<file path="src/source/soc_macros.svh">
`ifndef SOC_MACROS_SVH
`define SOC_MACROS_SVH

// bus widths
`define ADDR_W 32
`define DATA_W 32

// peripheral select field, taken at bit ADDR_W-2
`define N_SLAVES_W 1

// internal ram byte address width, 1024 words
`define MEM_ADDR_W 12

// boot region start, word index
`define BOOT_BASE_W 768

// clock cycles per uart bit
`define UART_DIV 8

// soft reset pulse length in cycles
`define SOFT_RST_CYCLES 4

`endif

</file>
<file path="src/source/soc_bus_pkg.sv">
`include "soc_macros.svh"

package soc_bus_pkg;

   // instruction fetch request, addr is word aligned
   typedef struct packed {
      logic               en;
      logic [`ADDR_W-1:0] addr;
   } ibus_req_t;

   typedef struct packed {
      logic               ready;
      logic [`DATA_W-1:0] data;
   } ibus_rsp_t;

   // nonzero wstrb means write
   typedef struct packed {
      logic               valid;
      logic [`ADDR_W-1:0] addr;
      logic [`DATA_W-1:0] wdata;
      logic [3:0]         wstrb;
   } dbus_req_t;

   typedef struct packed {
      logic               ready;
      logic [`DATA_W-1:0] rdata;
   } dbus_rsp_t;

endpackage

</file>
<file path="src/source/bus_select.sv">
`timescale 1ns/1ps
`include "soc_macros.svh"

module bus_select
   import soc_bus_pkg::*;
(
   input  dbus_req_t req,
   output dbus_req_t mem_req,
   output dbus_req_t per_req,
   input  dbus_rsp_t mem_rsp,
   input  dbus_rsp_t per_rsp,
   output dbus_rsp_t rsp
);

   logic per_sel;

   // msb set means peripherals
   assign per_sel = req.addr[`ADDR_W-1];

   always_comb begin
      mem_req       = req;
      per_req       = req;
      mem_req.valid = req.valid && !per_sel;
      per_req.valid = req.valid && per_sel;
   end

   // request held until ready, so the current address picks the response
   assign rsp = per_sel ? per_rsp : mem_rsp;

endmodule

</file>
<file path="config.mk">
export PLATFORM = sky130hd
export DESIGN_NAME = bus_select
export DESIGN_NICKNAME = d
export VERILOG_FILES = /design/src/source/soc_bus_pkg.sv /design/src/source/bus_select.sv
export VERILOG_INCLUDE_DIRS = /design/src /design/src/source
export SDC_FILE = /design/constraint.sdc
export NUM_CORES = 1
export LEC_CHECK = 0
export ABC_AREA = 1
export BUFFER_PORTS_ARGS = -buffer_cell sky130_fd_sc_hd__buf_2
export CAP_MARGIN = 15
export CORE_AREA = 2 2 118 120
export DETAILED_ROUTE_END_ITERATION = 8
export DIE_AREA = 0 0 120 122
export PLACE_DENSITY_LB_ADDON = 0.25
export SLEW_MARGIN = 20
export SYNTH_ARGS = -nofsm -noshare
export SYNTH_HDL_FRONTEND = slang
export SYNTH_SLANG_ARGS = --single-unit
</file>
<file path="constraint.sdc">
create_clock -name vclk -period 0.8
set_input_delay 0.04 -clock vclk [all_inputs]
set_output_delay 0.04 -clock vclk [all_outputs]
set_load 0.05 [all_outputs]
</file>
==> results of run 1 <==
-- metal layers --
layer / wire length (µm) / vias up
li1: - / 529
met4: 401 / 0
met1: 998 / 420
met5: 0 / -
met3: 452 / 54
met2: 1760 / 85
-- final timing paths --
| kind | end | slack (ns) | cells past startpoint |
|---|---|---|---|
| min | mem_req[41] | 0.08 | 0 |
| max | mem_req[68] | 0.05 | 4 |
-- cells by family after synthesis --
group / synth area share, %
and+or+nand+nor: 26.6
buffers and inverters: 73.4
-- per-stage QoR --
stage | total power, mW | utilization [%]
2_1_floorplan | 2.54 | -
3_3_place_gp | 1.06 | 9.10
3_5_place_dp | 1.06 | 9.10
4_1_cts | 1.14 | 9.74
5_1_grt | 1.23 | 10.0
6_report | 1.15 | 10.0
-- power breakdown --
part	switching (mW)	internal, mW	leakage (nW)
clock network	0	0	0
registers	0	0	0
logic	0.763	0.390	0.805
-- repair_timing --
item | CTS | global route
hold buffers | 0 | 0
gates resized for setup | 33 | 3
cloned | 0 | 1
setup buffers | 0 | 0
setup endpoints to repair | 34 | 29
-- cell type report --
| class | instances | share of cell area (%) |
|---|---|---|
| Multi-Input combinational cell | 101 | 30.5 |
| Inverter | 3 | 2.04 |
| Tap cell | 180 | 16.7 |
| Timing Repair Buffer | 109 | 50.8 |
-- worst max-delay path, stage by stage --
cell       delay, ns
buf_6           0.14
clkbuf_16       0.18
nor2_4          0.09
buf_2           0.26
-- layout by cell type, fill, tap and decap left out, drive strengths merged --
master | synthesis | final
buf | 143 | 107
nand2 | 100 | 100
inv | 3 | 3
clkbuf | 0 | 2
nor2 | 1 | 1
==> out/metrics.cfg, run 1 <==
[place]
post-place-cells = 392
port-buffer-count = 105
placed_area_um2 = 1230
dp_slack_ns = -0.133
gp_congestion = 0.665
hpwl_um = 2860

[global_route]
use_met1_pct = 3.34
grt_pass1_vias = 952
antenna_found_initial = 0
grt.overflow.total = 0
met3_usage_pct = 1.36
track_usage_pct = 4.04
grt_pass1_wl_um = 4810
busiest_layer = met2
grt_util_met2_pct = 7.03
grt_max_degree = 34

[finish]
fillers = 1573
multi_input_area_um2 = 412
final_nets = 350
syn_to_final_growth_pct = -11.1
layout-drive-gt1-share_pct = 56.8
n_clock_buffer = 0
antenna_cells = 0
final_cells = 393
seq_area_um2 = 0
final_cell_area_um2 = 1350
seq_cells = 0

[status]
status = completed

[die]
rows = 43
io_pins = 306
die_x_um = 120
die_y_um = 122
core_area_um2 = 13500
start_util_pct = 11.2
dieArea_um2 = 14600

[worst_setup_path]
crit_required_ns = 0.76
worst_ep_arrival_time_ns = 0.71
crit_path_start = req[67]
worst_setup_path_end_kind = output pin
path_max_fanout = 11
critPathKind = input port to output pin
cp-start-kind = input port

[power]
power.density_nw_per_um2 = 853
vdd_drop_max_mv = 0.267
p_leak_nw = 0.805

[sta]
fin_crit_ns = 0.750
finalMaxSlewViolations = 0
tightest_slew_ns = 0.256
setup_viol = 0
finalSetupTns_ns = 0
fin_crit_sh_pct = 93.8
relSlewSlack_pct = 83.0
rsz0062_at_grt = no
setup_ws_ns = 0.0499
hold_viol = 0
whs_ns = 0.0800
fmax_mhz = 1330

[worst_hold_path]
min_from = req[41]
hp-class = input port to output pin

[synth]
yosysWarnings = 0
ys_types = 8
syn_inst = 247
avgSynthCellArea_um2 = 6.15
synth.area.top_cells = buf_4, nand2_1, nand2_2
synth.largest_area_cell = buf_4
syn_nets = 382
synth_common_cells = buf_4, nand2_1, nand2_2, buf_6, inv_1
yosysSeqAreaShare_pct = 0
yosysMostFrequentCell = buf_4
synth_top_area_share_pct = 68.2
synthesis.area_um2 = 1520

[route]
first_pass_iters = 4
antenna_left = 0
viasPerCell = 2.77
avgRoutedWirePerCell_um = 9.20
vias = 1088
wl_um = 3610
drc = 0
first_iter_violations = 12

[run]
cap_violations = 0

Power figures use the tool's default switching activity.
==> run 2: changes to the inputs <==
--- a/config.mk
+++ b/config.mk
@@ -7,12 +7,11 @@
 export NUM_CORES = 1
 export LEC_CHECK = 0
 export ABC_AREA = 1
-export BUFFER_PORTS_ARGS = -buffer_cell sky130_fd_sc_hd__buf_2
 export CAP_MARGIN = 15
-export CORE_AREA = 2 2 118 120
+export CORE_AREA = 2 2 119 121
 export DETAILED_ROUTE_END_ITERATION = 8
-export DIE_AREA = 0 0 120 122
-export PLACE_DENSITY_LB_ADDON = 0.25
+export DIE_AREA = 0 0 121 123
+export DONT_BUFFER_PORTS = 1
 export SLEW_MARGIN = 20
 export SYNTH_ARGS = -nofsm -noshare
 export SYNTH_HDL_FRONTEND = slang
==> run 2 against run 1 <==
Critical path depth did not move. Largest cell class unchanged. Via count fell by 18%. Maximum frequency rose by 8.1%. Utilization fell by 0.33 points. Hold slack barely moved. Largest power group unchanged. First-iteration DRC count rose to 3.3 times the previous value. Die area rose by 1.7%.
==> out/metrics.cfg, run 2 (synthesis gave the netlist of run 1 again) <==
[global_route]
antenna_found_initial = 0
grt_max_degree = 39
track_usage_pct = 4.95
grt_pass1_wl_um = 5430
grt.overflow.total = 0
grt_pass1_vias = 899

[finish]
antenna_cells = 0
syn_to_final_growth_pct = -13.3
final_nets = 274
final_cell_area_um2 = 1320
final_cell_mix = nand2_1, buf_12, nand2_2, inv_1
layout-drive-gt1-share_pct = 32.8
n_clock_buffer = 0
seq_area_um2 = 0
fillers = 1553
layout_commonest_cell = nand2_1
seq_cells = 0
utilization_pct = 9.67

[die]
die_y_um = 123
rows = 43
core_area_um2 = 13600
start_util_pct = 11.2
die_x_um = 121
io_pins = 306
dieArea_um2 = 14900

[worst_setup_path]
worst_setup_path_end_kind = output pin
crit_required_ns = 0.76
cp-start-kind = input port
critPathKind = input port to output pin
crit_path_start = req[67]
worstPathCellList = inv_8 -> nand2_1 -> nand2_1 -> buf_12
max_stage_delay_ns = 0.21
worst_ep_arrival_time_ns = 0.65
path_max_fanout = 38
worst_path_most_repeated_cell = nand2_1
worst_path_max_delay_cell = inv_8

[sta]
tightest_slew_ns = 0.423
relSlewSlack_pct = 71.8
fmax_mhz = 1440
rsz0062_at_grt = no
finalMaxSlewViolations = 0
fin_crit_ns = 0.694
whs_ns = 0.0800
fin_crit_sh_pct = 86.7
hold_viol = 0
setup_viol = 0
finalSetupTns_ns = 0

[worst_hold_path]
min_from = req[56]
hp-class = input port to output pin

[route]
avgRoutedWirePerCell_um = 13.6
viasPerCell = 2.81
vias = 892
first_pass_iters = 4
drc = 0
antenna_left = 0
wl_um = 4300
first_iter_violations = 39

[place]
hpwl_um = 3490
port-buffer-count = 0
gp_congestion = 0.642
placed_area_um2 = 1320

[clocking]
postCtsHoldBufs = 0
post_cts_buffers = 0
cts_resized = 0

[status]
status = completed

[power]
vdd_drop_max_mv = 0.269
power.density_nw_per_um2 = 972
p_leak_nw = 0.623

[run]
cap_violations = 0

run 2: cell type report:
class / instances / area, µm² / share of cell area [%]
Tap cell: 180 / 225 / 17.1
Multi-Input combinational cell: 101 / 412 / 31.3
Timing Repair Buffer: 33 / 661 / 50.2
Inverter: 3 / 18.8 / 1.43
run 2: power by group:
| part | internal, mW | switching (mW) | leakage [nW] |
|---|---|---|---|
| clock | 0 | 0 | 0 |
| combinational | 0.555 | 0.724 | 0.623 |
| sequential | 0 | 0 | 0 |
| total | 0.555 | 0.724 | 0.623 |
run 2: per-stage QoR:
| step | worst slack [ns] | power, mW | std cells |
|---|---|---|---|
| after floorplan | 0.0256 | 2.54 | 247 |
| final | 0.106 | 1.28 | 317 |
| after detailed placement | 0.134 | 1.29 | 317 |
| after global routing | 0.0669 | 1.33 | 317 |
| after CTS | 0.132 | 1.29 | 317 |
| after global placement | 0.154 | 1.28 | 317 |
run 2: worst max-delay path, delay by kind of cell:
family                 cells  cell delay (ns)
AND/OR/NAND/NOR            2             0.21
buffers and inverters      2             0.36
run 2: worst paths after layout:
path           to  slack [ns]  cells after the start
max       rsp[12]        0.11                      4
min   mem_req[56]        0.08                      0
run 2: routing by layer:
layer | share of wire (%) | vias up | GRT usage (%)
met1 | 25 | 326 | 3.81
li1 | - | 376 | -
met5 | 0 | - | 0
met2 | 40 | 120 | 7.16
met4 | 16 | 0 | 7.56
met3 | 19 | 70 | 2.95
==> run 3: changes to the inputs <==
==> constraint.sdc (replaced) <==
create_clock -name vclk -period 0.9
set_input_delay 0.045 -clock vclk [all_inputs]
set_output_delay 0.045 -clock vclk [all_outputs]
set_load 0.05 [all_outputs]
==> run 3 against run 2 <==
Utilization down 0.90 points. Clock-buffer cell count unchanged. First-iteration DRC count up 15%. Global-route usage up 0.12 points. Setup slack better by 0.14 ns. Cell count up 0.32%. Wire length up 3.0%. Combinational power down 20%. Via count up 2.9%. Die area unchanged. Hold slack better by 0.010 ns. Total power down 19%.
==> out/metrics.cfg, run 3 (synthesis gave the netlist of run 1 again) <==
[place]
hpwl_um = 3490
gp_congestion = 0.676
port-buffer-count = 0
dp_slack_ns = 0.216

[run]
cap_violations = 0

[power]
power_mw = 1.03
p_leak_nw = 0.584
power.density_nw_per_um2 = 863
vdd_drop_max_mv = 0.233

[finish]
syn_to_final_growth_pct = -21.4
utilization_pct = 8.77
fillers = 1585
final_nets = 275
layout_commonest_cell = nand2_1
seq_area_um2 = 0
antenna_cells = 0
n_clock_buffer = 0
seq_cells = 0
layout-drive-gt1-share_pct = 33.3
multi_input_area_um2 = 407
final_cell_mix = nand2_1, buf_12, buf_4, nand2_2, inv_1

[clocking]
postCtsHoldBufs = 0
post_cts_buffers = 0
cts_resized = 0

[sta]
relSlewSlack_pct = 69.4
tightest_slew_ns = 0.458
hold_viol = 0
fmax_mhz = 1540
finalMaxSlewViolations = 0
rsz0062_at_grt = no
setup_viol = 0
fin_crit_sh_pct = 72.3
finalSetupTns_ns = 0
setup_ws_ns = 0.249
fin_crit_ns = 0.651

[worst_setup_path]
critPathKind = input port to output pin
worst_setup_path_end_kind = output pin
path_max_fanout = 38
worst_ep_arrival_time_ns = 0.61
crit_required_ns = 0.85
cp-start-kind = input port
crit_path_start = req[67]

[route]
viasPerCell = 2.89
vias = 918
drc = 0
first_pass_iters = 4
antenna_left = 0
wl_um = 4430
first_iter_violations = 45
avgRoutedWirePerCell_um = 13.9

[die]
die_x_um = 121
die_y_um = 123
rows = 43
start_util_pct = 11.2
core_area_um2 = 13600
io_pins = 306
dieArea_um2 = 14900

[global_route]
grt_pass1_wl_um = 5580
track_usage_pct = 5.07
antenna_found_initial = 0
grt.overflow.total = 0
grt_pass1_vias = 887
grt_max_degree = 39

[status]
status = completed

[worst_hold_path]
min_from = req[20]
hp-class = input port to output pin

==> run 3: changes by cell type in the layout (fill, tap and decap cells not counted) <==
| cell | previous run | this run |
|---|---|---|
| buf_12 | 33 | 23 |
| buf_4 | 0 | 11 |
| nor2_4 | 1 | 0 |
| nor2_2 | 0 | 1 |
==> run 3: layout make-up <==
class	instances	area share, %
Timing Repair Buffer	34	45.5
Tap cell	180	18.9
Multi-Input combinational cell	101	34.1
Inverter	3	1.57
==> run 3: stage by stage <==
step,cells,hold WS (ns),instance area (µm²)
2_1_floorplan,247,0.241,1520
3_3_place_gp,318,0.0905,1190
3_5_place_dp,318,0.0905,1190
4_1_cts,318,0.0905,1190
5_1_grt,318,0.0901,1190
6_report,318,0.0900,1190
==> run 3: power by group <==
group          leakage (nW)  switching [mW]  internal (mW)
Sequential                0               0              0
Combinational         0.584           0.620          0.410
Clock                     0               0              0
Total                 0.584           0.620          0.410
==> run 3: worst max-delay path, stage by stage <==
cell and delay (ns):
inv_8 0.19, nand2_1 0.10, nand2_1 0.12, buf_12 0.14
==> run 3: layer usage <==
| metal | vias to the layer above | wire length (µm) | track usage, % |
|---|---|---|---|
| li1 | 378 | - | - |
| met1 | 347 | 1100 | 3.83 |
| met2 | 119 | 1790 | 7.27 |
| met3 | 74 | 922 | 3.69 |
| met4 | 0 | 620 | 6.98 |
| met5 | - | 0 | 0 |
==> run 3: final timing paths <==
kind / endpoint / slack (ns) / cells past startpoint
worst max-delay path: rsp[22] / 0.25 / 4
worst min-delay path: mem_req[20] / 0.09 / 0
