$ cat src/source/soc_macros.svh
`ifndef SOC_MACROS_SVH
`define SOC_MACROS_SVH

// bus widths
`define ADDR_W 32
`define DATA_W 32

// peripheral select field, taken at bit ADDR_W-2
`define N_SLAVES_W 1

// internal ram byte address width, 1024 words
`define MEM_ADDR_W 12

// boot region start, word index
`define BOOT_BASE_W 768

// clock cycles per uart bit
`define UART_DIV 8

// soft reset pulse length in cycles
`define SOFT_RST_CYCLES 4

`endif

$ cat src/source/soc_bus_pkg.sv
`include "soc_macros.svh"

package soc_bus_pkg;

   // instruction fetch request, addr is word aligned
   typedef struct packed {
      logic               en;
      logic [`ADDR_W-1:0] addr;
   } ibus_req_t;

   typedef struct packed {
      logic               ready;
      logic [`DATA_W-1:0] data;
   } ibus_rsp_t;

   // nonzero wstrb means write
   typedef struct packed {
      logic               valid;
      logic [`ADDR_W-1:0] addr;
      logic [`DATA_W-1:0] wdata;
      logic [3:0]         wstrb;
   } dbus_req_t;

   typedef struct packed {
      logic               ready;
      logic [`DATA_W-1:0] rdata;
   } dbus_rsp_t;

endpackage

$ cat src/source/soc_periph_pkg.sv
`include "soc_macros.svh"

package soc_periph_pkg;

   typedef enum logic [`N_SLAVES_W-1:0] {
      SLV_UART = 1'b0,
      SLV_RST  = 1'b1
   } slave_sel_e;

   // uart register index, address bits 4:2
   typedef enum logic [2:0] {
      UART_TXDATA  = 3'd0,
      UART_TXBUSY  = 3'd1,
      UART_RXDATA  = 3'd2,
      UART_RXVALID = 3'd3
   } uart_reg_e;

   // shared by tx and rx
   typedef enum logic [1:0] {
      UART_IDLE,
      UART_START,
      UART_DATA,
      UART_STOP
   } uart_state_e;

   typedef enum logic {
      RST_RUN,
      RST_SOFT
   } rst_state_e;

endpackage

$ cat src/source/uart.sv
`timescale 1ns/1ps
`include "soc_macros.svh"

module uart
   import soc_bus_pkg::*, soc_periph_pkg::*;
#(
   parameter int div = `UART_DIV
) (
   input  logic      clk,
   input  logic      rst_n,
   input  logic      soft_rst,
   input  dbus_req_t req,
   output dbus_rsp_t rsp,
   output logic      txd,
   input  logic      rxd,
   output logic      rts,
   input  logic      cts
);

   localparam int CNT_W = $clog2(div + 1);

   logic               rsp_ready;
   logic [`DATA_W-1:0] rsp_rdata;
   logic               acc;
   logic               wr;
   uart_reg_e          reg_idx;
   logic               tx_load;
   logic               rx_rd;

   uart_state_e        tx_state;
   logic               tx_pend;
   logic [CNT_W-1:0]   tx_cnt;
   logic [2:0]         tx_bit;
   logic               tx_line;
   logic [7:0]         tx_byte;
   logic               tx_busy;
   logic               tx_tick;

   uart_state_e        rx_state;
   logic [1:0]         rx_sync;
   logic               rx_in;
   logic [CNT_W-1:0]   rx_cnt;
   logic [2:0]         rx_bit;
   logic [7:0]         rx_shift;
   logic [7:0]         rx_byte;
   logic               rx_valid;
   logic               rx_mid;

   assign acc     = req.valid && !rsp_ready;
   assign wr      = |req.wstrb;
   assign reg_idx = uart_reg_e'(req.addr[4:2]);
   assign tx_busy = tx_pend || (tx_state != UART_IDLE);
   assign tx_load = acc && wr && (reg_idx == UART_TXDATA) && !tx_busy;
   assign rx_rd   = acc && !wr && (reg_idx == UART_RXDATA);
   assign tx_tick = tx_cnt == CNT_W'(div - 1);
   assign rx_in   = rx_sync[1];
   // half a bit into the start bit, then whole bits
   assign rx_mid  = (rx_state == UART_START) ? (rx_cnt == CNT_W'(div / 2 - 1))
                                             : (rx_cnt == CNT_W'(div - 1));

   assign rsp = '{ready: rsp_ready, rdata: rsp_rdata};
   assign txd = tx_line;
   assign rts = !rx_valid;

   always_ff @(posedge clk or negedge rst_n) begin
      if (!rst_n) begin
         rsp_ready <= 1'b0;
      end else if (soft_rst) begin
         rsp_ready <= 1'b0;
      end else begin
         rsp_ready <= acc;
      end
   end

   always_ff @(posedge clk) begin
      if (acc) begin
         rsp_rdata <= '0;
         case (reg_idx)
            UART_TXBUSY:  rsp_rdata[0] <= tx_busy;
            UART_RXDATA:  rsp_rdata[7:0] <= rx_byte;
            UART_RXVALID: rsp_rdata[0] <= rx_valid;
            default: ;
         endcase
      end
      if (tx_load) begin
         tx_byte <= req.wdata[7:0];
      end
      if (rx_state == UART_DATA && rx_mid) begin
         rx_shift <= {rx_in, rx_shift[7:1]};
      end
      if (rx_state == UART_STOP && rx_mid && rx_in) begin
         rx_byte <= rx_shift;
      end
   end

   // transmitter, start bit only with cts high
   always_ff @(posedge clk or negedge rst_n) begin
      if (!rst_n) begin
         tx_state <= UART_IDLE;
         tx_pend  <= 1'b0;
         tx_cnt   <= '0;
         tx_bit   <= '0;
         tx_line  <= 1'b1;
      end else if (soft_rst) begin
         tx_state <= UART_IDLE;
         tx_pend  <= 1'b0;
         tx_cnt   <= '0;
         tx_bit   <= '0;
         tx_line  <= 1'b1;
      end else begin
         if (tx_load) begin
            tx_pend <= 1'b1;
         end
         tx_cnt <= tx_tick ? '0 : tx_cnt + 1'b1;
         case (tx_state)
            UART_IDLE: begin
               tx_cnt <= '0;
               if (tx_pend && cts) begin
                  tx_state <= UART_START;
                  tx_pend  <= 1'b0;
                  tx_line  <= 1'b0;
               end
            end
            UART_START: begin
               if (tx_tick) begin
                  tx_state <= UART_DATA;
                  tx_bit   <= '0;
                  tx_line  <= tx_byte[0];
               end
            end
            UART_DATA: begin
               if (tx_tick && tx_bit == 3'd7) begin
                  tx_state <= UART_STOP;
                  tx_line  <= 1'b1;
               end else if (tx_tick) begin
                  tx_bit  <= tx_bit + 3'd1;
                  tx_line <= tx_byte[tx_bit + 3'd1];
               end
            end
            default: begin
               if (tx_tick) begin
                  tx_state <= UART_IDLE;
               end
            end
         endcase
      end
   end

   // receiver
   always_ff @(posedge clk or negedge rst_n) begin
      if (!rst_n) begin
         rx_state <= UART_IDLE;
         rx_sync  <= 2'b11;
         rx_cnt   <= '0;
         rx_bit   <= '0;
         rx_valid <= 1'b0;
      end else if (soft_rst) begin
         rx_state <= UART_IDLE;
         rx_sync  <= 2'b11;
         rx_cnt   <= '0;
         rx_bit   <= '0;
         rx_valid <= 1'b0;
      end else begin
         rx_sync <= {rx_sync[0], rxd};
         rx_cnt  <= rx_cnt + 1'b1;
         if (rx_rd) begin
            rx_valid <= 1'b0;
         end
         case (rx_state)
            UART_IDLE: begin
               rx_cnt <= '0;
               if (!rx_in) begin
                  rx_state <= UART_START;
               end
            end
            UART_START: begin
               if (rx_mid) begin
                  rx_cnt   <= '0;
                  rx_bit   <= '0;
                  // glitch, back to idle
                  rx_state <= rx_in ? UART_IDLE : UART_DATA;
               end
            end
            UART_DATA: begin
               if (rx_mid) begin
                  rx_cnt <= '0;
                  rx_bit <= rx_bit + 3'd1;
                  if (rx_bit == 3'd7) begin
                     rx_state <= UART_STOP;
                  end
               end
            end
            default: begin
               if (rx_mid) begin
                  rx_state <= UART_IDLE;
                  if (rx_in) begin
                     rx_valid <= 1'b1;
                  end
               end
            end
         endcase
      end
   end

endmodule

$ cat src/source/rst_ctr.sv
`timescale 1ns/1ps
`include "soc_macros.svh"

module rst_ctr
   import soc_bus_pkg::*, soc_periph_pkg::*;
(
   input  logic      clk,
   input  logic      rst_n,
   input  dbus_req_t req,
   output dbus_rsp_t rsp,
   output logic      soft_rst,
   output logic      boot
);

   localparam int CNT_W = $clog2(`SOFT_RST_CYCLES + 1);

   rst_state_e         state;
   logic [CNT_W-1:0]   cnt;
   logic               rsp_ready;
   logic [`DATA_W-1:0] rsp_rdata;
   logic               acc;
   logic               pend;

   assign acc      = req.valid && !rsp_ready;
   assign soft_rst = state == RST_SOFT;
   assign rsp      = '{ready: rsp_ready, rdata: rsp_rdata};

   always_ff @(posedge clk or negedge rst_n) begin
      if (!rst_n) begin
         state     <= RST_RUN;
         cnt       <= '0;
         rsp_ready <= 1'b0;
         pend      <= 1'b0;
         boot      <= 1'b1;
      end else begin
         rsp_ready <= acc;
         // soft reset starts the cycle after ready
         pend      <= acc && (|req.wstrb) && req.wdata[0];
         case (state)
            RST_RUN: begin
               if (pend) begin
                  state <= RST_SOFT;
                  cnt   <= '0;
                  boot  <= 1'b0;
               end
            end
            default: begin
               cnt <= cnt + 1'b1;
               if (cnt == CNT_W'(`SOFT_RST_CYCLES - 1)) begin
                  state <= RST_RUN;
               end
            end
         endcase
      end
   end

   always_ff @(posedge clk) begin
      if (acc) begin
         rsp_rdata <= {{(`DATA_W-1){1'b0}}, boot};
      end
   end

endmodule

$ cat src/source/periph_intercon.sv
`timescale 1ns/1ps
`include "soc_macros.svh"

module periph_intercon
   import soc_bus_pkg::*, soc_periph_pkg::*;
(
   input  logic      clk,
   input  logic      rst_n,
   input  dbus_req_t req,
   output dbus_rsp_t rsp,
   output logic      uart_txd,
   input  logic      uart_rxd,
   output logic      uart_rts,
   input  logic      uart_cts,
   output logic      soft_rst,
   output logic      boot
);

   slave_sel_e sel;
   dbus_req_t  uart_req;
   dbus_req_t  rst_req;
   dbus_rsp_t  uart_rsp;
   dbus_rsp_t  rst_rsp;

   assign sel = slave_sel_e'(req.addr[`ADDR_W-2 -: `N_SLAVES_W]);

   // valid only to the addressed slave
   always_comb begin
      uart_req       = req;
      rst_req        = req;
      uart_req.valid = req.valid && (sel == SLV_UART);
      rst_req.valid  = req.valid && (sel == SLV_RST);
   end

   assign rsp = (sel == SLV_RST) ? rst_rsp : uart_rsp;

   uart #(
      .div (`UART_DIV)
   ) uart0 (
      .clk      (clk),
      .rst_n    (rst_n),
      .soft_rst (soft_rst),
      .req      (uart_req),
      .rsp      (uart_rsp),
      .txd      (uart_txd),
      .rxd      (uart_rxd),
      .rts      (uart_rts),
      .cts      (uart_cts)
   );

   rst_ctr rst_ctr0 (
      .clk      (clk),
      .rst_n    (rst_n),
      .req      (rst_req),
      .rsp      (rst_rsp),
      .soft_rst (soft_rst),
      .boot     (boot)
   );

endmodule

$ cat config.mk
export PLATFORM = sky130hd
export DESIGN_NAME = periph_intercon
export DESIGN_NICKNAME = d
export VERILOG_FILES = /design/src/source/soc_bus_pkg.sv /design/src/source/soc_periph_pkg.sv /design/src/source/uart.sv /design/src/source/rst_ctr.sv /design/src/source/periph_intercon.sv
export VERILOG_INCLUDE_DIRS = /design/src /design/src/source
export SDC_FILE = /design/constraint.sdc
export NUM_CORES = 1
export LEC_CHECK = 0
export BUFFER_PORTS_ARGS = -buffer_cell sky130_fd_sc_hd__buf_4
export CORE_MARGIN = 2
export CORE_UTILIZATION = 51
export DETAILED_ROUTE_END_ITERATION = 12
export GPL_TIMING_DRIVEN = 0
export PLACE_DENSITY = 0.87
export RECOVER_POWER = 100
export SLEW_MARGIN = 20
export SYNTH_ARGS = -nofsm -noshare
export SYNTH_HDL_FRONTEND = slang
export SYNTH_HIERARCHICAL = 1
export SYNTH_SLANG_ARGS = --single-unit
$ cat constraint.sdc
create_clock -name clk -period 2.35 [get_ports clk]
set_clock_uncertainty 0.1 [all_clocks]
set_input_delay 0.1175 -clock clk [delete_from_list [all_inputs] [get_ports clk]]
set_output_delay 0.1175 -clock clk [all_outputs]
set_load 0.01 [all_outputs]
==> reports/summary.json, run 1 <==
{
  "status": "complete, but fails checks",
  "violations": "capacitance limit, slew limit",
  "routed_wirelength_um": 6450,
  "number_of_sinks_handled_by_clock_tree_synthesis": 64,
  "dpl_cell_area_um2": 4340,
  "layout_min_cycle_time_ns": 2.17,
  "drtPass1Iterations": 5,
  "leading_register_cell_type_out_of_synthesis": "edfxtp_1",
  "insertedDiodeCount": 0,
  "ctsHoldBuffers": 11,
  "layout_worst_path_cycle_share_pct": 92.2,
  "clkLatencyLatePin_ns": 0.33,
  "core_area_um2": 7210,
  "timing_worst_slew_pin_value_ns": 1.66,
  "vias_per_cell": 4.67,
  "p_leak_nw": 2.14,
  "tritoncts": "built",
  "worstReg2RegEnd": "uart0/tx_byte[1]$_DFFE_PP_",
  "filler_cell_count": 622,
  "post_synth_inst_count": 303,
  "maxSlewHeadroom_pct": -10.5,
  "congestion_overflow_gr": 0,
  "dp_worst_setup_slack_ns": 0.188,
  "post-synth-top-area-fraction_pct": 26.3,
  "drt.antenna.violating_nets": 0,
  "synth.cell_area_um2": 3770,
  "port-buffer-count": 32,
  "std_cell_rows": 31,
  "critPathLaunchType": "flop",
  "grt_first_pass_wirelength_um": 10800,
  "postLayoutCellArea_um2": 4580,
  "chipHeight_um": 90.0,
  "hold_end": "rst_ctr0/pend$_DFF_PN0_",
  "worst_ep_arrival_time_ns": 2.03,
  "timing_max_transition_violations_final": 32,
  "yosysMostFrequentCell": "buf_4",
  "grt_antenna_before_repair": 0,
  "initial_utilization_pct": 52.3,
  "synth_top_cells_by_area": "edfxtp_1, dfrtp_1, buf_4",
  "r2r_slack_ns": 0.18,
  "htreeDepth": 3,
  "flow.area_growth_from_synthesis_pct": 21.3,
  "hold_start": "req[2]",
  "holdCritPathClass": "primary input to flop",
  "grt_start_max_net_pins": 32,
  "finalNetCount": 499,
  "required_ns": 2.22,
  "unrepaired_setup_endpoints_after_global_routing": "no",
  "p_total_w": 0.00307,
  "root_buffer": "clkbuf_8",
  "max_clock_freq_ghz": 0.462,
  "synth-warning-count": 6,
  "via_count": 2399,
  "detail_route.iter0.violations": 136,
  "die_w_um": 90.0,
  "edff_count_synth": 33,
  "setup.worst_path.end_class": "flop",
  "final-setup-viol-count": 0,
  "cellPowerDensity_nw_per_um2": 671,
  "post_route_cells_drive_above_1_share_pct": 32.3,
  "cts_setup_buffers": 0,
  "cts-resized-gates": 0,
  "ys_seq_elements": 64,
  "cap_viol_max_count": 1,
  "netlist_top_cells_count": "buf_4, edfxtp_1, mux2_4",
  "setup_ws_ns": 0.184,
  "synth_cell_type_count": 51,
  "timing.final.hold_violations": 0,
  "grt_use_total_pct": 16.8,
  "design.portCount": 110,
  "timing.setup.critical_path_class": "flop to flop",
  "worst_hold_path.num_cells": 3,
  "dieArea_um2": 8110,
  "critPathMaxFanout": 10,
  "cts_buffers": 9,
  "postSynthAreaPerCell_um2": 12.5,
  "routed_wire_length_per_instance_um": 12.5,
  "netlist.top_cell.by_area": "edfxtp_1",
  "gpl_congestion": 0.855,
  "route.detailed.drc": 0,
  "ys_seq_area_share_pct": 46.9,
  "ys_async_sr_fraction_pct": 48.4,
  "first_global_vias": 2378,
  "place_hpwl_um": 4770,
  "clkSlewWorstSetupHoldPaths_ns": 0.07,
  "peakVddDrop_uv": 389,
  "worst_r2r_path_depth": 5,
  "worst_flop_to_flop_path_startpoint": "uart0/tx_state[0]$_DFFE_PN0P_",
  "clockBufferDepth": 2
}
-- state kept, by name (all words and copies together), names as in the netlist --
register	flops
uart0/rsp_rdata	8
uart0/rx_byte	8
uart0/rx_shift	8
uart0/tx_byte	8
uart0/rx_cnt	4
uart0/tx_cnt	4
rst_ctr0/cnt	3
uart0/rx_bit	3
uart0/tx_bit	3
uart0/rx_state	2
uart0/rx_sync	2
uart0/tx_state	2
rst_ctr0/boot	1
rst_ctr0/pend	1
rst_ctr0/rsp_rdata	1
rst_ctr0/rsp_ready	1
rst_ctr0/soft_rst	1
uart0/rsp_ready	1
uart0/rx_valid	1
uart0/tx_pend	1
uart0/txd	1
-- metal layers --
metal	global-route usage [%]	up-vias	wire length, um	share of wire, %
met5	0	-	0	0
met4	6.28	0	102	1.6
met3	4.69	11	385	6.0
met2	29.8	69	3310	51
met1	19.3	1148	2650	41
li1	-	1171	-	-
-- cell type report --
cell class	count	area (um^2)	share of cell area (%)
Clock buffer	13	160	3.50
Buffer	64	505	11.0
Timing Repair Buffer	43	294	6.42
Sequential cell	64	1770	38.7
Multi-Input combinational cell	216	1640	35.8
Clock inverter	3	38.8	0.847
Tap cell	99	124	2.70
Inverter	12	45.0	0.983
-- cell usage in the layout, fill, tap and decap left out, types with 3 or more instances in the layout --
| cell | count |
|---|---|
| nor2b_1 | 3 |
| clkbuf_8 | 9 |
| a31oi_1 | 4 |
| a21oi_1 | 8 |
| nand3_1 | 4 |
| or2_2 | 3 |
| inv_1 | 12 |
| nand2b_1 | 4 |
| nor3_1 | 3 |
| ha_1 | 16 |
| dfrtp_1 | 27 |
| nor2_1 | 16 |
| and2_0 | 7 |
| conb_1 | 55 |
| mux2_2 | 8 |
| nor3b_1 | 5 |
| dlygate4sd3_1 | 11 |
| and3b_1 | 3 |
| nand2_1 | 7 |
| clkbuf_4 | 7 |
| o21ai_0 | 3 |
| edfxtp_1 | 33 |
| mux2_4 | 27 |
| clkbuf_1 | 21 |
| buf_4 | 67 |
| mux2i_1 | 4 |
| xnor2_1 | 3 |
-- worst max path at each step --
stage	from	end	slack, ns	cells past startpoint
floorplan	uart0/rx_state[1]$_DFFE_PN0P_	uart0/rx_shift[0]$_DFFE_PP_	0.24	4
global placement	uart0/rx_state[1]$_DFFE_PN0P_	uart0/rx_bit[2]$_DFFE_PN0P_	-0.12	6
detailed placement	req[66]	uart0/tx_byte[6]$_DFFE_PP_	0.19	6
CTS	uart0/rx_state[1]$_DFFE_PN0P_	uart0/rx_bit[0]$_DFFE_PN0P_	0.22	6
global route	uart0/tx_state[0]$_DFFE_PN0P_	uart0/tx_byte[5]$_DFFE_PP_	0.04	5
finish	uart0/tx_state[0]$_DFFE_PN0P_	uart0/tx_byte[1]$_DFFE_PP_	0.18	5
-- stage by stage --
stage | util, % | TNS (ns) | cells | hold slack, ns
3_3_place_gp | 60.1 | -1.11 | 487 | -0.0271
5_1_grt | 63.5 | 0 | 514 | 0.0705
6_report | 63.5 | 0 | 514 | 0.0477
3_5_place_dp | 60.2 | 0 | 487 | -0.0266
2_1_floorplan | - | 0 | 356 | -0.278
4_1_cts | 64.5 | 0 | 514 | 0.0267
-- cell families after synthesis --
logic type	synth area share, %
flops	46.9
mux	16.0
fa+ha+maj	5.30
buf+inv	14.9
compound gates	5.27
other cells	0.199
xor+xnor	1.16
simple gates	10.3
-- worst max-delay path: stages (launching register included) --
cell	delay (ns)
dfrtp_1	0.40
inv_1	0.09
ha_1	0.14
clkbuf_1	0.32
nand2_1	0.14
nor2_1	0.62
-- power breakdown --
group | leakage [nW] | total [W] | internal, W | switching [W]
sequential | 0.712 | 0.00136 | 0.00128 | 0.0000821
combinational | 1.33 | 0.000765 | 0.000375 | 0.000391
clock | 0.100 | 0.000943 | 0.000550 | 0.000393
Note: power is estimated with default switching activity, not from simulation.
==> inputs of run 2 (changes only) <==
==> constraint.sdc (replaced) <==
create_clock -name clk -period 2.35 [get_ports clk]
set_clock_uncertainty 0.1 [all_clocks]
set_input_delay 0.1175 -clock clk [delete_from_list [all_inputs] [get_ports clk]]
set_output_delay 0.1175 -clock clk [all_outputs]
set_load 0.1 [all_outputs]
==> run 2 against run 1 <==
  * The flow still finishes with violations (capacitance limit, slew limit)
  * Worst hold slack got worse by 0.0028 ns
  * Via count fell by 0.38%
  * Non-clock buffer count did not move
  * Critical endpoint unchanged
  * Largest cell class unchanged
==> reports/summary.json, run 2 (synthesis gave the netlist of run 1 again) <==
{
  "place_hpwl": {"value": 4770, "unit": "um", "change": "unchanged"},
  "root_buffer": "clkbuf_8",
  "timing_max_transition_violations_final": {"value": 32, "change": "unchanged"},
  "setup.worst_path.start": "uart0/tx_state[0]$_DFFE_PN0P_",
  "post_route_cells_drive_above_1_share": {"value": 33.3, "unit": "%", "change": "+0.96 points"},
  "layout_commonest_cell": "buf_4",
  "number_of_sinks_handled_by_clock_tree_synthesis": {"value": 64, "change": "unchanged"},
  "port-buffer-count": {"value": 32, "change": "unchanged"},
  "worstReg2RegEnd": "uart0/tx_byte[1]$_DFFE_PP_",
  "grt_start_max_net_pins": {"value": 32, "change": "unchanged"},
  "std_cell_rows": {"value": 31, "change": "unchanged"},
  "peakVddDrop": {"value": 401, "unit": "uV", "change": "+3.0%"},
  "clkLatencyLatePin": {"value": 0.34, "unit": "ns", "change": "about the same"},
  "congestion_overflow_gr": {"value": 0, "change": "unchanged"},
  "timing.critical_path.slowest_stage_cell": "nor2_1",
  "drtPass1Iterations": {"value": 4, "change": "-1"},
  "stdcell_count": {"value": 514, "change": "unchanged"},
  "layout_worst_path_cycle_share": {"value": 92.1, "unit": "%", "change": "about the same"},
  "clockBufferDepth": {"value": 2, "change": "unchanged"},
  "grt_antenna_before_repair": {"value": 0, "change": "unchanged"},
  "via_count": {"value": 2390, "change": "-0.38%"},
  "critical_path.max_stage_delay": {"value": 0.62, "unit": "ns", "change": "about the same"},
  "worst_ep_arrival_time": {"value": 2.04, "unit": "ns", "change": "about the same"},
  "cap_viol_max_count": {"value": 1, "change": "unchanged"},
  "setup.worst_path.end_class": "flop",
  "insertedDiodeCount": {"value": 0, "change": "unchanged"},
  "worst_r2r_path_depth": {"value": 5, "change": "unchanged"},
  "clkSlewWorstSetupHoldPaths": {"value": 0.07, "unit": "ns", "change": "about the same"},
  "tritoncts": "built",
  "gpl_congestion": {"value": 0.855, "change": "unchanged"},
  "r2r_slack": {"value": 0.18, "unit": "ns", "change": "about the same"},
  "status": "complete, but fails checks",
  "routed_wirelength": {"value": 6450, "unit": "um", "change": "about the same"},
  "htreeDepth": {"value": 3, "change": "unchanged"},
  "p_leak": {"value": 2.15, "unit": "nW", "change": "+0.60%"},
  "final-setup-viol-count": {"value": 0, "change": "unchanged"},
  "max_clock_freq": {"value": 0.462, "unit": "GHz", "change": "about the same"},
  "drt.antenna.violating_nets": {"value": 0, "change": "unchanged"},
  "dieArea": {"value": 8110, "unit": "um^2", "change": "unchanged"},
  "first_global_vias": {"value": 2378, "change": "unchanged"},
  "route.detailed.drc": {"value": 0, "change": "unchanged"},
  "critPathLaunchType": "flop",
  "utilization": {"value": 63.6, "unit": "%", "change": "+0.069 points"},
  "timing.setup.critical_path_class": "flop to flop",
  "dpl.cell_count": {"value": 487, "change": "unchanged"},
  "initial_utilization": {"value": 52.3, "unit": "%", "change": "unchanged"},
  "worstPathCellList": "inv_1 -> ha_1 -> clkbuf_1 -> nand2_1 -> nor2_1",
  "critPathCapture": "uart0/tx_byte[1]$_DFFE_PP_",
  "timing_worst_slew_pin_value": {"value": 1.65, "unit": "ns", "change": "-0.00751 ns"},
  "critPathMaxFanout": {"value": 10, "change": "unchanged"},
  "layout_min_cycle_time": {"value": 2.17, "unit": "ns", "change": "-0.000633 ns"},
  "flow.area_growth_from_synthesis_pct": 21.5,
  "cellPowerDensity": {"value": 765, "unit": "nW/um^2", "change": "+14%"},
  "cts_buffers": {"value": 9, "change": "unchanged"},
  "grt_first_pass_wirelength": {"value": 10800, "unit": "um", "change": "unchanged"},
  "die_w": {"value": 90.0, "unit": "um", "change": "unchanged"},
  "timing.final.hold_violations": {"value": 0, "change": "unchanged"},
  "finalNetCount": {"value": 499, "change": "unchanged"},
  "routed_wire_length_per_instance": {"value": 12.5, "unit": "um", "change": "about the same"},
  "grt_use_total": {"value": 16.8, "unit": "%", "change": "unchanged"},
  "worst_flop_to_flop_path_startpoint": "uart0/tx_state[0]$_DFFE_PN0P_",
  "required": {"value": 2.22, "unit": "ns", "change": "about the same"},
  "chipHeight": {"value": 90.0, "unit": "um", "change": "unchanged"},
  "design.portCount": {"value": 110, "change": "unchanged"},
  "holdCritPathClass": "primary input to flop",
  "layout_common_cells": "buf_4, conb_1, edfxtp_1, mux2_4, dfrtp_1",
  "unrepaired_setup_endpoints_after_global_routing": "no",
  "cts-resized-gates": {"value": 0, "change": "unchanged"},
  "maxSlewHeadroom": {"value": -10.0, "unit": "%", "change": "+0.50 points"},
  "detail_route.iter0.violations": {"value": 122, "change": "-10%"},
  "violations": "capacitance limit, slew limit",
  "vias_per_cell": {"value": 4.65, "change": "-0.38%"},
  "core_area": {"value": 7210, "unit": "um^2", "change": "unchanged"}
}
-- run 2: cell types whose count changed in the layout (fill, tap and decap cells not counted) --
cell,before,now
clkbuf_2,0,4
mux2_1,1,0
mux2_4,27,28
buf_4,67,66
clkbuf_1,21,18
-- run 2: stage by stage --
stage	area, um^2	TNS (ns)	hold WS [ns]	worst slack, ns	total power, W
floorplan	3970	0	-0.278	0.241	0.00240
global placement	4340	-1.11	-0.0271	-0.124	0.00257
finish	4590	0	0.0450	0.185	0.00351
global route	4590	0	0.0705	0.0446	0.00367
CTS	4650	0	0.0267	0.221	0.00356
detailed placement	4340	0	-0.0266	0.188	0.00260
-- run 2: worst max-delay path, delay by kind of cell, from the launching register on --
kind	cells	cell delay (ns)
simple gates	2	0.76
buf+inv	2	0.41
flops	1	0.40
fa+ha+maj	1	0.14
-- run 2: worst min path at each step --
stage / cells past startpoint / start / slack (ns) / end
final: 3 / req[2] / 0.04 / rst_ctr0/pend$_DFF_PN0_
after global routing: 3 / req[2] / 0.07 / rst_ctr0/pend$_DFF_PN0_
after global placement: 1 / rst_n / -0.03 / uart0/rx_cnt[2]$_DFF_PN0_
after floorplan: 0 / rst_n / -0.28 / rst_ctr0/cnt[0]$_DFFE_PN0P_
after CTS: 3 / req[2] / 0.03 / rst_ctr0/pend$_DFF_PN0_
after detailed placement: 1 / rst_n / -0.03 / uart0/rx_state[0]$_DFFE_PN0P_
-- run 2: power by group --
| group | leakage [nW] | internal [W] | total [W] | switching, W |
|---|---|---|---|---|
| Combinational | 1.34 | 0.000381 | 0.00120 | 0.000817 |
| Clock | 0.100 | 0.000550 | 0.000947 | 0.000397 |
| Sequential | 0.712 | 0.00128 | 0.00136 | 0.0000823 |
| Total | 2.15 | 0.00221 | 0.00351 | 0.00130 |
-- run 2: layer usage --
metal	global-route usage, %	routed length [um]	vias up
met3	4.69	354	8
met1	19.3	2700	1146
met5	0	0	-
met2	29.8	3300	64
met4	6.28	93	0
li1	-	-	1172
-- run 2: final cells by class --
| type | count | area [um^2] |
|---|---|---|
| Fill cell | 620 | 2630 |
| Sequential cell | 64 | 1770 |
| Multi-Input combinational cell | 216 | 1650 |
| Buffer | 64 | 505 |
| Timing Repair Buffer | 43 | 295 |
| Clock buffer | 13 | 160 |
| Tap cell | 99 | 124 |
| Inverter | 12 | 45.0 |
| Clock inverter | 3 | 38.8 |
-- run 2: repair_timing --
| item | CTS | global route |
|---|---|---|
| hold endpoints to repair | 42 | 0 |
| hold buffers | 11 | 0 |
| buffers inserted | 0 | 0 |
